`config.mk`:
```
export PLATFORM = sky130hd
export DESIGN_NAME = bus_decoder_flat
export DESIGN_NICKNAME = d
export VERILOG_FILES = /design/src/hw/soc_bus_pkg.sv /design/src/hw/wb_if.sv /design/src/hw/bus_decoder.sv /design/src/flat_wrapper.sv
export SDC_FILE = /design/constraint.sdc
export NUM_CORES = 1
export LEC_CHECK = 0
export BUFFER_PORTS_ARGS = -buffer_cell sky130_fd_sc_hd__buf_2
export CAP_MARGIN = 20
export CELL_PAD_IN_SITES_DETAIL_PLACEMENT = 0
export CELL_PAD_IN_SITES_GLOBAL_PLACEMENT = 1
export CORE_MARGIN = 8
export CORE_UTILIZATION = 20
export CTS_CLUSTER_DIAMETER = 200
export DETAILED_ROUTE_END_ITERATION = 10
export PLACE_DENSITY_LB_ADDON = 0.1
export REMOVE_ABC_BUFFERS = 1
export SLEW_MARGIN = 20
export SYNTH_ARGS = -nofsm -noshare
export SYNTH_HDL_FRONTEND = slang
export SYNTH_SLANG_ARGS = --single-unit
```
`constraint.sdc`:
```
create_clock -name i_clk -period 1.4 [get_ports i_clk]
set_clock_uncertainty 0.15 [all_clocks]
set_input_delay 0.28 -clock i_clk [delete_from_list [all_inputs] [get_ports i_clk]]
set_output_delay 0.28 -clock i_clk [all_outputs]
set_load 0.02 [all_outputs]
```
`src/hw/soc_bus_pkg.sv`:
```
package soc_bus_pkg;

    // bus geometry
    localparam int ADDR_W = 30;
    localparam int DATA_W = 32;
    localparam int SEL_W  = 4;

    // top word-address bits pick an 8 MB region
    localparam int REGION_W = 9;

    localparam logic [REGION_W-1:0] REGION_RAM = 9'd0;
    localparam logic [REGION_W-1:0] REGION_SYS = 9'd1;

    // value returned by the id register
    localparam logic [DATA_W-1:0] SYS_ID = 32'h20191028;

    // system register offsets, low four word-address bits
    localparam logic [3:0] REG_ID      = 4'h0;
    localparam logic [3:0] REG_SCRATCH = 4'h1;
    localparam logic [3:0] REG_BUSERR  = 4'h2;
    localparam logic [3:0] REG_UPTIME  = 4'h3;
    localparam logic [3:0] REG_IRQ     = 4'h4;

endpackage : soc_bus_pkg

```
`src/hw/wb_if.sv`:
```
`timescale 1ns/1ps

interface wb_if;

    // request side
    logic                             cyc;
    logic                             stb;
    logic                             we;
    logic [soc_bus_pkg::ADDR_W-1:0]   addr;
    logic [soc_bus_pkg::DATA_W-1:0]   wdata;
    logic [soc_bus_pkg::SEL_W-1:0]    sel;

    // response side
    logic                             ack;
    logic                             stall;
    logic                             err;
    logic [soc_bus_pkg::DATA_W-1:0]   rdata;

    modport master (
        output cyc, stb, we, addr, wdata, sel,
        input  ack, stall, err, rdata
    );

    modport slave (
        input  cyc, stb, we, addr, wdata, sel,
        output ack, stall, err, rdata
    );

endinterface : wb_if

```
`src/hw/bus_decoder.sv`:
```
`timescale 1ns/1ps

module bus_decoder (
    input  logic                           i_clk,
    input  logic                           i_rst_n,
    wb_if.slave                            i_m,
    wb_if.master                           o_ram,
    wb_if.master                           o_sys,
    output logic                           o_err_pulse,
    output logic [soc_bus_pkg::ADDR_W-1:0] o_err_addr
);

    logic [soc_bus_pkg::REGION_W-1:0] region;
    logic                             ram_hit;
    logic                             sys_hit;
    logic                             unmapped;
    logic                             err_q;
    logic                             ack_q;
    logic [soc_bus_pkg::DATA_W-1:0]   rdata_q;

    assign region   = i_m.addr[soc_bus_pkg::ADDR_W-1 -: soc_bus_pkg::REGION_W];
    assign ram_hit  = (region == soc_bus_pkg::REGION_RAM);
    assign sys_hit  = (region == soc_bus_pkg::REGION_SYS);
    // former peripheral windows land here too
    assign unmapped = i_m.cyc && i_m.stb && !ram_hit && !sys_hit;

    // shared request lines, strobe qualified per slave
    assign o_ram.cyc   = i_m.cyc;
    assign o_ram.stb   = i_m.stb && ram_hit;
    assign o_ram.we    = i_m.we;
    assign o_ram.addr  = i_m.addr;
    assign o_ram.wdata = i_m.wdata;
    assign o_ram.sel   = i_m.sel;

    assign o_sys.cyc   = i_m.cyc;
    assign o_sys.stb   = i_m.stb && sys_hit;
    assign o_sys.we    = i_m.we;
    assign o_sys.addr  = i_m.addr;
    assign o_sys.wdata = i_m.wdata;
    assign o_sys.sel   = i_m.sel;

    assign i_m.stall = (ram_hit && o_ram.stall) || (sys_hit && o_sys.stall);

    always_ff @(posedge i_clk or negedge i_rst_n) begin
        if (!i_rst_n) begin
            ack_q <= 1'b0;
            err_q <= 1'b0;
        end else begin
            ack_q <= o_ram.ack || o_sys.ack;
            err_q <= unmapped;
        end
    end

    // return data and failing address
    always_ff @(posedge i_clk) begin
        if (o_ram.ack) begin
            rdata_q <= o_ram.rdata;
        end else if (o_sys.ack) begin
            rdata_q <= o_sys.rdata;
        end else begin
            rdata_q <= '0;
        end
        if (unmapped) begin
            o_err_addr <= i_m.addr;
        end
    end

    assign i_m.ack     = ack_q;
    assign i_m.err     = err_q;
    assign i_m.rdata   = rdata_q;
    assign o_err_pulse = err_q;

endmodule : bus_decoder

```
`src/flat_wrapper.sv`:
```
// flat-port wrapper written by rule: the top's interface ports become plain ports
module bus_decoder_flat 
  (i_clk, i_rst_n, o_err_pulse, o_err_addr, i_m_cyc, i_m_stb, i_m_we, i_m_addr, i_m_wdata, i_m_sel, i_m_ack, i_m_stall, i_m_err, i_m_rdata, o_ram_cyc, o_ram_stb, o_ram_we, o_ram_addr, o_ram_wdata, o_ram_sel, o_ram_ack, o_ram_stall, o_ram_err, o_ram_rdata, o_sys_cyc, o_sys_stb, o_sys_we, o_sys_addr, o_sys_wdata, o_sys_sel, o_sys_ack, o_sys_stall, o_sys_err, o_sys_rdata);
  wb_if i_m_i ();
  wb_if o_ram_i ();
  wb_if o_sys_i ();
  input  logic i_clk;
  input  logic i_rst_n;
  output logic o_err_pulse;
  output logic [soc_bus_pkg::ADDR_W-1:0] o_err_addr;
  input wire logic [$bits(i_m_i.cyc)-1:0] i_m_cyc;
  input wire logic [$bits(i_m_i.stb)-1:0] i_m_stb;
  input wire logic [$bits(i_m_i.we)-1:0] i_m_we;
  input wire logic [$bits(i_m_i.addr)-1:0] i_m_addr;
  input wire logic [$bits(i_m_i.wdata)-1:0] i_m_wdata;
  input wire logic [$bits(i_m_i.sel)-1:0] i_m_sel;
  output wire logic [$bits(i_m_i.ack)-1:0] i_m_ack;
  output wire logic [$bits(i_m_i.stall)-1:0] i_m_stall;
  output wire logic [$bits(i_m_i.err)-1:0] i_m_err;
  output wire logic [$bits(i_m_i.rdata)-1:0] i_m_rdata;
  output wire logic [$bits(o_ram_i.cyc)-1:0] o_ram_cyc;
  output wire logic [$bits(o_ram_i.stb)-1:0] o_ram_stb;
  output wire logic [$bits(o_ram_i.we)-1:0] o_ram_we;
  output wire logic [$bits(o_ram_i.addr)-1:0] o_ram_addr;
  output wire logic [$bits(o_ram_i.wdata)-1:0] o_ram_wdata;
  output wire logic [$bits(o_ram_i.sel)-1:0] o_ram_sel;
  input wire logic [$bits(o_ram_i.ack)-1:0] o_ram_ack;
  input wire logic [$bits(o_ram_i.stall)-1:0] o_ram_stall;
  input wire logic [$bits(o_ram_i.err)-1:0] o_ram_err;
  input wire logic [$bits(o_ram_i.rdata)-1:0] o_ram_rdata;
  output wire logic [$bits(o_sys_i.cyc)-1:0] o_sys_cyc;
  output wire logic [$bits(o_sys_i.stb)-1:0] o_sys_stb;
  output wire logic [$bits(o_sys_i.we)-1:0] o_sys_we;
  output wire logic [$bits(o_sys_i.addr)-1:0] o_sys_addr;
  output wire logic [$bits(o_sys_i.wdata)-1:0] o_sys_wdata;
  output wire logic [$bits(o_sys_i.sel)-1:0] o_sys_sel;
  input wire logic [$bits(o_sys_i.ack)-1:0] o_sys_ack;
  input wire logic [$bits(o_sys_i.stall)-1:0] o_sys_stall;
  input wire logic [$bits(o_sys_i.err)-1:0] o_sys_err;
  input wire logic [$bits(o_sys_i.rdata)-1:0] o_sys_rdata;
  assign i_m_i.cyc = i_m_cyc;
  assign i_m_i.stb = i_m_stb;
  assign i_m_i.we = i_m_we;
  assign i_m_i.addr = i_m_addr;
  assign i_m_i.wdata = i_m_wdata;
  assign i_m_i.sel = i_m_sel;
  assign i_m_ack = i_m_i.ack;
  assign i_m_stall = i_m_i.stall;
  assign i_m_err = i_m_i.err;
  assign i_m_rdata = i_m_i.rdata;
  assign o_ram_cyc = o_ram_i.cyc;
  assign o_ram_stb = o_ram_i.stb;
  assign o_ram_we = o_ram_i.we;
  assign o_ram_addr = o_ram_i.addr;
  assign o_ram_wdata = o_ram_i.wdata;
  assign o_ram_sel = o_ram_i.sel;
  assign o_ram_i.ack = o_ram_ack;
  assign o_ram_i.stall = o_ram_stall;
  assign o_ram_i.err = o_ram_err;
  assign o_ram_i.rdata = o_ram_rdata;
  assign o_sys_cyc = o_sys_i.cyc;
  assign o_sys_stb = o_sys_i.stb;
  assign o_sys_we = o_sys_i.we;
  assign o_sys_addr = o_sys_i.addr;
  assign o_sys_wdata = o_sys_i.wdata;
  assign o_sys_sel = o_sys_i.sel;
  assign o_sys_i.ack = o_sys_ack;
  assign o_sys_i.stall = o_sys_stall;
  assign o_sys_i.err = o_sys_err;
  assign o_sys_i.rdata = o_sys_rdata;
  bus_decoder u_core (.i_clk(i_clk), .i_rst_n(i_rst_n), .i_m(i_m_i), .o_ram(o_ram_i), .o_sys(o_sys_i), .o_err_pulse(o_err_pulse), .o_err_addr(o_err_addr));
endmodule
```
# After elaboration in Yosys (flattened, before gate mapping)
# Cells that the tools add are included.
classes:
  mux: 2
  eq_ne: 1
  n_reduce_logical: 12
ops:
  columns: ["op", "n"]
  rows:
  - ["$mux W32", 2]
  - ["$eq A9 B1 Y1 const B", 1]
  - ["$logic_not A9 Y1", 1]
  - ["$logic_and A1 B1 Y1", 7]
  - ["$logic_not A1 Y1", 2]
  - ["$logic_or A1 B1 Y1", 2]
totals:
  output_inout_bits: 204
  elab_cells: 19
  in_bits: 141
  regBits: 64

# Longest topological paths before layout
# Gate-level depths: netlist of run 1.
logic_depth:
  word_depth: 4
  ltp_mapped: 4
  mapped_depth_nobuf: 2

# Worst setup path before layout of run 1
# No wires, ideal clock.
synth_timing:
  path_type: "input port to flip-flop"
  startpoint: "input i_m_addr[25]"
  endpoint: "register u_core.o_err_addr[0] (netlist name), enable pin"
  required_time_ns: 0.853
  path_buffers: 0
  setup_ns: 0.397
  setup_slack_ns: -0.548
  arrival_time_ns: 1.402
  stages: 2
  path_cell_list: "or4_4 > o211a_1"
synth_between:
  elab_chain_len: 4
  elab_cells_between_ends: 6
  cone_classes: "eq/ne (1); reduce/logical (5)"
synth_rtl:
  columns: ["item", "line_no", "rtl"]
  rows:
  - ["start: declaration", "flat_wrapper.sv:14", "input wire logic [$bits(i_m_i.addr)-1:0] i_m_addr;"]
  - ["$logic_not A9 Y1", "bus_decoder.sv:22", "assign ram_hit = (region == soc_bus_pkg::REGION_RAM);"]
  - ["$logic_not A1 Y1", "bus_decoder.sv:25", "assign unmapped = i_m.cyc && i_m.stb && !ram_hit && !sys_hit;"]
  - ["$logic_and A1 B1 Y1", "bus_decoder.sv:25", null]
  - ["$logic_and A1 B1 Y1 *", "bus_decoder.sv:25", null]
  - ["net u_core.unmapped", "bus_decoder.sv:16", "logic unmapped;"]
  - ["end signal: assignment", "bus_decoder.sv:64", "o_err_addr <= i_m.addr;"]
  - ["end: declaration", "bus_decoder.sv:10", "output logic [soc_bus_pkg::ADDR_W-1:0] o_err_addr"]
# The timed path passes the listed nets; every way through them passes the cells marked *.
# A chain may end at the register's enable or synchronous reset.

# Final worst setup path of run 1
layout_timing:
  startpoint: "input i_m_addr[26]"
  endpoint: "output o_ram_stb"
layout_between:
  elab_chain_len: 2
layout_rtl:
  columns: ["item", "line_no", "rtl"]
  rows:
  - ["$logic_not A9 Y1", "bus_decoder.sv:22", null]
  - ["$logic_and A1 B1 Y1", "bus_decoder.sv:29", "assign o_ram.stb = i_m.stb && ram_hit;"]
  - ["end: declaration", "flat_wrapper.sv:22", "output wire logic [$bits(o_ram_i.stb)-1:0] o_ram_stb;"]
# Every way passes these cells.

==> results of run 1 <==
[state kept, by name, summed over array words and instances, names as in the netlist]
| register | cells |
|---|---|
| u_core.i_m.ack | 1 |
| u_core.i_m.err | 1 |
| u_core.i_m.rdata | 32 |
| u_core.o_err_addr | 30 |
[cell type report]
type	count	area (um2)
multi-input cells	44	387
flip-flops and latches	64	1590
clock inverters	5	47.5
inverters	1	3.75
well taps	188	235
fillers	1599	10800
clock buffers	11	233
repair buffers	285	1710
[how the worst min path moves through the flow]
stage | startpoint | end | cells past startpoint | slack (ns)
5_1_grt | o_ram_rdata[25] | u_core.i_m.rdata[25] | 2 | 0.007
3_3_place_gp | i_rst_n | u_core.i_m.ack | 1 | -0.08
2_1_floorplan | i_rst_n | u_core.i_m.ack | 0 | -0.17
3_5_place_dp | i_rst_n | u_core.i_m.err | 1 | -0.08
4_1_cts | o_sys_rdata[31] | u_core.i_m.rdata[31] | 2 | 0.0004
6_report | o_sys_rdata[23] | u_core.i_m.rdata[23] | 2 | 0.02
[power breakdown]
group | internal [W] | switching (W)
registers | 0.00210 | 0.0000293
logic | 0.000415 | 0.000557
clock network | 0.00136 | 0.000759
total | 0.00387 | 0.00135
[synthesized netlist by cell type]
master      n
buf_2       4
buf_4     137
a22o_1     31
clkbuf_1    3
mux2i_1     1
nand2_1     3
or2_2       1
nor3_1      1
or4_4       2
o211a_1     1
dfxtp_1    32
inv_1       1
nor3_2      1
edfxtp_1   30
dfrtp_1     2
o21ai_0     1
nor2b_1     1
nor4_2      1
[kinds of logic (layout without fill, tap and decap cells)]
family                 after synthesis  in the layout  share of synthesized area, %
muxes                                1              1                         0.331
DFF                                 64             64                          52.6
and+or+nand+nor                     10             10                          2.44
AOI/OAI and AO/OA                   33             33                          9.47
buffers and inverters              145            302                          35.2
[layer usage]
metal	wire length, um	up-vias	GRT usage (%)
li1	-	1029	-
met1	4800	1007	13.3
met2	4150	278	13.8
met3	3020	18	14.4
met4	211	4	4.97
met5	131	-	6.28
[critical path, stage by stage]
cell and delay, ns:
buf_6 0.09, or4_4 0.57, nor4_4 0.22, buf_4 0.18
[what timing repair did]
action,CTS,global route
gates resized for setup,7,1
pin swaps,5,0
setup endpoints to repair,33,33
hold endpoints to repair,36,0
hold buffers,40,0
[through the flow]
step / setup WS (ns) / hold slack (ns) / cells / setup TNS (ns) / power (W)
2_1_floorplan: -0.548 / -0.166 / 109 / -29.91 / 0.00244
3_3_place_gp: -0.436 / -0.0808 / 542 / -14.55 / 0.00308
3_5_place_dp: -0.445 / -0.0822 / 542 / -14.79 / 0.00306
4_1_cts: -0.372 / 0.000355 / 598 / -3.32 / 0.00534
5_1_grt: -0.393 / 0.00750 / 598 / -4.58 / 0.00550
6_report: -0.379 / 0.0178 / 598 / -4.22 / 0.00522
==> results.sh, run 1 <==
export IMPL_run_status="finished, violations left"
export IMPL_violations_in_the_final_reports="setup timing"
export IMPL_finalNetCount=546
export IMPL_power_per_cell_area_mw_per_mm2=1240
export IMPL_setup_viol=33
export IMPL_drt_drc_violations_left=0
export IMPL_setup_repair_after_global_routing_missed_its_margin="true"
export IMPL_clkTransAtPathRegs_ns=0.06
export IMPL_place_area_mm2=0.00349
export IMPL_io_pin_count=345
export IMPL_worst_setup_path_end="o_ram_stb"
export IMPL_drv_max_cap_violation_count=0
export IMPL_tightestPinTransition_ns=0.245
export IMPL_clock_fmax_ghz=0.562
export IMPL_fin_util_pct=28.1
export IMPL_initial_core_util_pct=20.2
export IMPL_num_antenna_cells=0
export IMPL_final_max_slew_violation_count=0
export IMPL_syn_cell_area_mm2=0.00303
export IMPL_worstHoldPathType="in2reg"
export IMPL_detail_route_wirelength_mm=12.3
export IMPL_cts_max_level=3
export IMPL_num_cts_buffers=9
export IMPL_cts_root_buffer_cell="clkbuf_16"
export IMPL_synth_largest_type_area_fraction_pct=34.0
export IMPL_routed_wire_length_per_instance_um=20.6
export IMPL_fp_coreArea_mm2=0.0150
export IMPL_cts_tree="done"
export IMPL_worst_setup_path_type="in2out"
export IMPL_arrival_ns=1.35
export IMPL_layout_setup_ws_ns=-0.379
export IMPL_p_leak_nw=2.05
export IMPL_critPathLaunch="i_m_addr[26]"
export IMPL_clock_path_buffers=2
export IMPL_yosys_top_cells_area="buf_4, edfxtp_1, dfxtp_1"
export IMPL_final_common_cell="buf_2"
export IMPL_layout_common_cells="buf_2, dlygate4sd3_1, dfxtp_1, a22o_1, edfxtp_1"
export IMPL_detail_route_first_pass_iterations=4
export IMPL_kind_of_capture_point_of_the_worst_setup_path="output port"
export IMPL_layout_cell_area_non_filler_mm2=0.00421
export IMPL_areaGrowthSynthToFinish_pct=39.1
export IMPL_setup_bufs_post_cts=0
export IMPL_final_period_minus_worst_setup_slack_ns=1.78
export IMPL_detail_route_iter0_violations=72
export IMPL_final_antenna_net_count=0
export IMPL_globalRouteTotalUtil_pct=12.4
export IMPL_hold_violations=0
export IMPL_synth_area_per_cell_um2=12.0
export IMPL_grt_antenna_before_repair=0
export IMPL_clock_sinks=64
export IMPL_chipHeight_um=139
export IMPL_numPortBuffers=231
export IMPL_die_width_um=139
export IMPL_cp_max_fo=4
export IMPL_worst_setup_path_start_kind="primary input"
export IMPL_wire_length_of_the_first_global_routing_pass_mm=17.5
export IMPL_slew_limit_headroom_pct=83.6
export IMPL_drive_above_1_share_pct=64.4
export IMPL_die_footprint_mm2=0.0193
export IMPL_dr_total_vias=2336
export IMPL_dp_hpwl_mm=10.2
export IMPL_grt_max_degree=29
export IMPL_ys_ff_latch=64
export IMPL_yosysSeqAreaShare_pct=52.6
export IMPL_synthesis_instances=253
export IMPL_place_congestion=0.737
export IMPL_number_of_global_route_vias_before_repair=2583
export IMPL_synth_yosys_warnings=0
export IMPL_finalCritPeriodShare_pct=127
export IMPL_worst_endpoint_required_ns=0.97
export IMPL_max_vdd_ir_drop_v=0.000503
export IMPL_vias_per_cell=3.91
export IMPL_post_synth_top_area_cell="buf_4"
export IMPL_num_rows=45
export IMPL_grt_overflow_total=0
export IMPL_synth_lib_cells_used_distinct=18
No activity file was read; power rests on OpenSTA's default activity.
==> run 2: changes to the inputs <==
--- a/config.mk
+++ b/config.mk
@@ -7,8 +7,9 @@
 export LEC_CHECK = 0
 export BUFFER_PORTS_ARGS = -buffer_cell sky130_fd_sc_hd__buf_2
 export CAP_MARGIN = 20
-export CELL_PAD_IN_SITES_DETAIL_PLACEMENT = 0
+export CELL_PAD_IN_SITES_DETAIL_PLACEMENT = 1
 export CELL_PAD_IN_SITES_GLOBAL_PLACEMENT = 1
+export CORE_ASPECT_RATIO = 0.5
 export CORE_MARGIN = 8
 export CORE_UTILIZATION = 20
 export CTS_CLUSTER_DIAMETER = 200
==> run 2 against run 1 <==
Compared with the run above:
- the flow still finishes with violations (setup timing)
- critical endpoint unchanged
- via count fell by 4.4%
- critical path depth stayed put
- first-iteration DRC count decreased by 24%
- fmax decreased by 1.6%
- cell count fell by 2.0%
- die area increased by 1.2%
- hold slack lost 0.0075 ns
- global-route usage grew 1.6 points
- sequential power barely moved
==> results.sh, run 2 (same netlist as run 1, synthesis figures left out) <==
export IMPL_run_status="finished, violations left"
export IMPL_violations_in_the_final_reports="setup timing"
export IMPL_clkTransAtPathRegs_ns=0.06
export IMPL_drive_above_1_share_pct=69.8
export IMPL_report_power_total_w=0.00560
export IMPL_io_pin_count=345
export IMPL_setup_tns_final_ns=-10.56
export IMPL_crit_cells=4
export IMPL_finalCritPeriodShare_pct=129
export IMPL_chipHeight_um=103
export IMPL_worst_endpoint_required_ns=0.97
export IMPL_grt_overflow_total=0
export IMPL_worst_hold_slack_ns=0.0103
export IMPL_die_footprint_mm2=0.0196
export IMPL_worst_setup_path_start_kind="primary input"
export IMPL_worstPathCellList="buf_6 > or4_4 > nor4_4 > buf_4"
export IMPL_worst_setup_path_type="in2out"
export IMPL_grt_max_degree=18
export IMPL_drv_max_cap_violation_count=0
export IMPL_hold_violations=0
export IMPL_detail_route_iter0_violations=55
export IMPL_layout_setup_ws_ns=-0.408
export IMPL_arrival_ns=1.38
export IMPL_final_period_minus_worst_setup_slack_ns=1.81
export IMPL_num_cts_buffers=9
export IMPL_dp_hpwl_mm=12.2
export IMPL_timing_hold_worst_path_depth=1
export IMPL_areaGrowthSynthToFinish_pct=36.2
export IMPL_critical_path_top_delay_family="simple AND/OR/NAND/NOR gates"
export IMPL_final_antenna_net_count=0
export IMPL_worstPathBufferInverterCount=2
export IMPL_vias_per_cell=3.81
export IMPL_numPortBuffers=231
export IMPL_setup_repair_after_global_routing_missed_its_margin="true"
export IMPL_min_delay_start="i_m_addr[12]"
export IMPL_dr_total_vias=2234
export IMPL_die_width_um=190
export IMPL_p_leak_nw=2.01
export IMPL_max_vdd_ir_drop_v=0.000441
export IMPL_place_congestion=0.695
export IMPL_slew_limit_headroom_pct=82.1
export IMPL_power_per_cell_area_mw_per_mm2=1360
export IMPL_worstHoldPathType="in2reg"
export IMPL_finalNetCount=524
export IMPL_drt_drc_violations_left=0
export IMPL_grt_antenna_before_repair=0
export IMPL_fp_coreArea_mm2=0.0146
export IMPL_clock_fmax_ghz=0.553
export IMPL_largest_register_ff_count=32
export IMPL_critPathMaxStageDelay_ns=0.57
export IMPL_critical_path_slowest_cell="or4_4"
export IMPL_setup_viol=34
export IMPL_tightestPinTransition_ns=0.269
export IMPL_final_max_slew_violation_count=0
export IMPL_wire_length_of_the_first_global_routing_pass_mm=18.8
export IMPL_detail_route_wirelength_mm=14.5
export IMPL_clock_path_buffers=2
export IMPL_critPathLaunch="i_m_addr[25]"
export IMPL_cts_root_buffer_cell="clkbuf_16"
export IMPL_detail_route_first_pass_iterations=4
export IMPL_clock_sinks=64
export IMPL_final_common_cell="buf_2"
export IMPL_min_to="u_core.o_err_addr[12]"
export IMPL_globalRouteTotalUtil_pct=14.0
export IMPL_routed_wire_length_per_instance_um=24.8
export IMPL_number_of_global_route_vias_before_repair=2505
export IMPL_cts_tree="done"
export IMPL_cts_max_level=3
export IMPL_num_rows=31
export IMPL_layout_common_cells="buf_2, dfxtp_1, a22o_1, edfxtp_1, buf_4"
export IMPL_initial_core_util_pct=20.7
export IMPL_cp_max_fo=4
export IMPL_kind_of_capture_point_of_the_worst_setup_path="output port"
export IMPL_num_antenna_cells=0
==> run 2: per-stage QoR <==
step | setup WS [ns] | instances | utilization, % | cell area, um2
6_report | -0.408 | 586 | 28.2 | 4120
5_1_grt | -0.420 | 586 | 28.2 | 4120
4_1_cts | -0.411 | 582 | 27.8 | 4070
3_5_place_dp | -0.461 | 549 | 23.8 | 3480
3_3_place_gp | -0.423 | 549 | 23.8 | 3480
2_1_floorplan | -0.548 | 109 | - | 1970
==> run 2: area by class of cell <==
class | count | area [um2]
clock buffer | 12 | 236
clock inverter | 4 | 93.8
fill | 1659 | 10500
inverter | 1 | 3.75
multi-input combinational | 44 | 394
sequential | 64 | 1590
tap | 198 | 248
timing repair buffer | 263 | 1550
==> run 2: worst max path at each step <==
stage	to	slack, ns
2_1_floorplan	u_core.o_err_addr[0]	-0.55
3_3_place_gp	u_core.o_err_addr[8]	-0.42
3_5_place_dp	o_ram_stb	-0.46
4_1_cts	o_ram_stb	-0.41
5_1_grt	o_ram_stb	-0.42
6_report	o_ram_stb	-0.41
==> run 2: what timing repair did <==
item                                    CTS  global route
resized for setup                         6             7
hold endpoints to repair                 13             0
pin swaps                                 5             6
buffers inserted                          2             4
gates cloned                              3             0
endpoints found under the setup margin   33            34
hold buffers                             12             0
==> run 2: per-layer routing <==
layer	global-route usage (%)	up-vias	part of all wire, %
li1	-	984	-
met1	13.9	1080	35
met2	21.0	153	46
met3	12.4	13	17
met4	3.10	4	0.87
met5	8.70	-	1.4
==> run 2: power breakdown <==
group	switching, W	leakage, nW	internal, W
combinational	0.000556	1.27	0.000399
clock	0.000785	0.158	0.00174
sequential	0.0000294	0.573	0.00210
==> run 3: changes to the inputs <==
--- a/config.mk
+++ b/config.mk
@@ -16,6 +16,7 @@
 export DETAILED_ROUTE_END_ITERATION = 10
 export PLACE_DENSITY_LB_ADDON = 0.1
 export REMOVE_ABC_BUFFERS = 1
+export SETUP_SLACK_MARGIN = 0.2
 export SLEW_MARGIN = 20
 export SYNTH_ARGS = -nofsm -noshare
 export SYNTH_HDL_FRONTEND = slang
==> run 3 against run 2 <==
Compared with the run above:
- the run still ends with setup timing left
- cell count unchanged
- routed wire length grew 1.0%
- combinational power grew 16%
- clock power hardly changed
- hold slack better by 0.0019 ns
- sequential share of layout area fell by 3.0 points
- count of clock-buffer cells in the layout did not move
- critical path type unchanged
==> results.sh, run 3 (same netlist as run 1, synthesis figures left out) <==
export IMPL_run_status="finished, violations left"
export IMPL_violations_in_the_final_reports="setup timing"
export IMPL_power_switching_fraction_pct=24.2
export IMPL_critPathLaunch="i_m_addr[25]"
export IMPL_die_width_um=190
export IMPL_min_delay_start="i_m_addr[12]"
export IMPL_power_per_cell_area_mw_per_mm2=1270
export IMPL_clock_fmax_ghz=0.551
export IMPL_finalCritPeriodShare_pct=130
export IMPL_worstPathBufferInverterCount=2
export IMPL_num_rows=31
export IMPL_cell_internal_power_dissipation_w=0.00441
export IMPL_hold_violations=0
export IMPL_critPathMaxStageDelay_ns=0.58
export IMPL_tightestPinTransition_ns=0.269
export IMPL_fin_util_pct=31.3
export IMPL_clock_power_share_pct=43.4
export IMPL_fp_coreArea_mm2=0.0146
export IMPL_vias_per_cell=3.82
export IMPL_grt_overflow_total=0
export IMPL_areaGrowthSynthToFinish_pct=51.4
export IMPL_kind_of_capture_point_of_the_worst_setup_path="output port"
export IMPL_final_max_slew_violation_count=0
export IMPL_detail_route_wirelength_mm=14.7
export IMPL_layout_setup_ws_ns=-0.413
export IMPL_num_cts_buffers=9
export IMPL_critical_path_top_delay_family="simple AND/OR/NAND/NOR gates"
export IMPL_p_leak_nw=2.14
export IMPL_max_vdd_ir_drop_v=0.000441
export IMPL_clock_path_buffers=2
export IMPL_drive_above_1_share_pct=78.1
export IMPL_arrival_ns=1.38
export IMPL_worstPathCellList="buf_6 > or4_4 > nor4_4 > buf_4"
export IMPL_critical_path_slowest_cell="or4_4"
export IMPL_grt_max_degree=18
export IMPL_worst_setup_path_start_kind="primary input"
export IMPL_slew_limit_headroom_pct=82.1
export IMPL_worst_setup_path_type="in2out"
export IMPL_num_antenna_cells=0
export IMPL_cts_max_level=3
export IMPL_largest_register_ff_count=32
export IMPL_dp_hpwl_mm=12.2
export IMPL_multi_input_comb_area_um2=394
export IMPL_cp_max_fo=4
export IMPL_worst_endpoint_required_ns=0.97
export IMPL_globalRouteTotalUtil_pct=14.2
export IMPL_fillCellCount=1613
export IMPL_worst_hold_slack_ns=0.0122
export IMPL_worstHoldPathType="in2reg"
export IMPL_drt_drc_violations_left=0
export IMPL_wire_length_of_the_first_global_routing_pass_mm=19.1
export IMPL_initial_core_util_pct=20.7
export IMPL_setup_repair_after_global_routing_missed_its_margin="true"
export IMPL_final_common_cell="buf_2"
export IMPL_final_period_minus_worst_setup_slack_ns=1.81
export IMPL_chipHeight_um=103
export IMPL_clock_sinks=64
export IMPL_numPortBuffers=231
export IMPL_routed_wire_length_per_instance_um=25.1
export IMPL_clkTransAtPathRegs_ns=0.06
export IMPL_setup_tns_final_ns=-10.65
export IMPL_dr_total_vias=2238
export IMPL_share_comb_of_total_power_pct=19.1
export IMPL_detail_route_first_pass_iterations=4
export IMPL_cts_root_buffer_cell="clkbuf_16"
export IMPL_layout_common_cells="buf_2, buf_6, dfxtp_2, a22o_1, edfxtp_1"
export IMPL_finalNetCount=524
export IMPL_io_pin_count=345
export IMPL_place_congestion=0.695
export IMPL_seqPwrFrac_pct=37.5
export IMPL_drv_max_cap_violation_count=0
export IMPL_regArea_mm2=0.00163
export IMPL_number_of_global_route_vias_before_repair=2564
export IMPL_final_antenna_net_count=0
export IMPL_detail_route_iter0_violations=62
export IMPL_cts_tree="done"
export IMPL_switching_power_w=0.00141
export IMPL_die_footprint_mm2=0.0196
export IMPL_setup_viol=34
export IMPL_grt_antenna_before_repair=0
[run 3: cell count changes in the layout (fill, tap and decap cells not counted)]
cell / delta
buf_2: -67
dfxtp_2: +32
dfxtp_1: -32
buf_6: +67
[run 3: layout make-up]
cell class / count / share of cell area (%)
sequential: 64 / 35.6
tap: 198 / 5.41
timing repair buffer: 263 / 43.1
clock inverter: 4 / 2.05
inverter: 1 / 0.0820
multi-input combinational: 44 / 8.61
clock buffer: 12 / 5.16
[run 3: metrics by stage]
step	instance area, um2	setup WS [ns]	instances	power, W
detailed placement	3480	-0.461	549	0.00307
floorplan	1970	-0.548	109	0.00244
finish	4580	-0.413	586	0.00581
global route	4580	-0.420	586	0.00606
global placement	3480	-0.423	549	0.00306
CTS	4520	-0.411	582	0.00591
[run 3: power groups by stage]
| stage | clock network (W) | registers [W] | logic [W] |
|---|---|---|---|
| floorplan | 0 | 0.00235 | 0.0000922 |
| global placement | 0 | 0.00217 | 0.000894 |
| detailed placement | 0 | 0.00217 | 0.000899 |
| CTS | 0.00260 | 0.00218 | 0.00113 |
| global route | 0.00268 | 0.00219 | 0.00118 |
| finish | 0.00252 | 0.00218 | 0.00111 |
[run 3: repair_timing]
item	CTS	global route
hold buffers	12	0
cloned	3	0
hold endpoints to repair	13	0
resized for setup	172	7
endpoints found under the setup margin	99	99
buffers inserted	2	4
pin swaps	5	6
[run 3: layer usage]
layer / up-vias / routed length (um) / global-route usage [%]
li1: 985 / - / -
met1: 1082 / 5030 / 13.9
met2: 154 / 6890 / 21.5
met3: 13 / 2430 / 12.4
met4: 4 / 131 / 3.10
met5: - / 203 / 8.70
[run 3: worst paths after layout]
kind                                          to  cells past startpoint
worst max-delay path                   o_ram_stb                      4
worst min-delay path       u_core.o_err_addr[12]                      1
max in group asynchronous         u_core.i_m.ack                      2
min in group asynchronous         u_core.i_m.err                      2
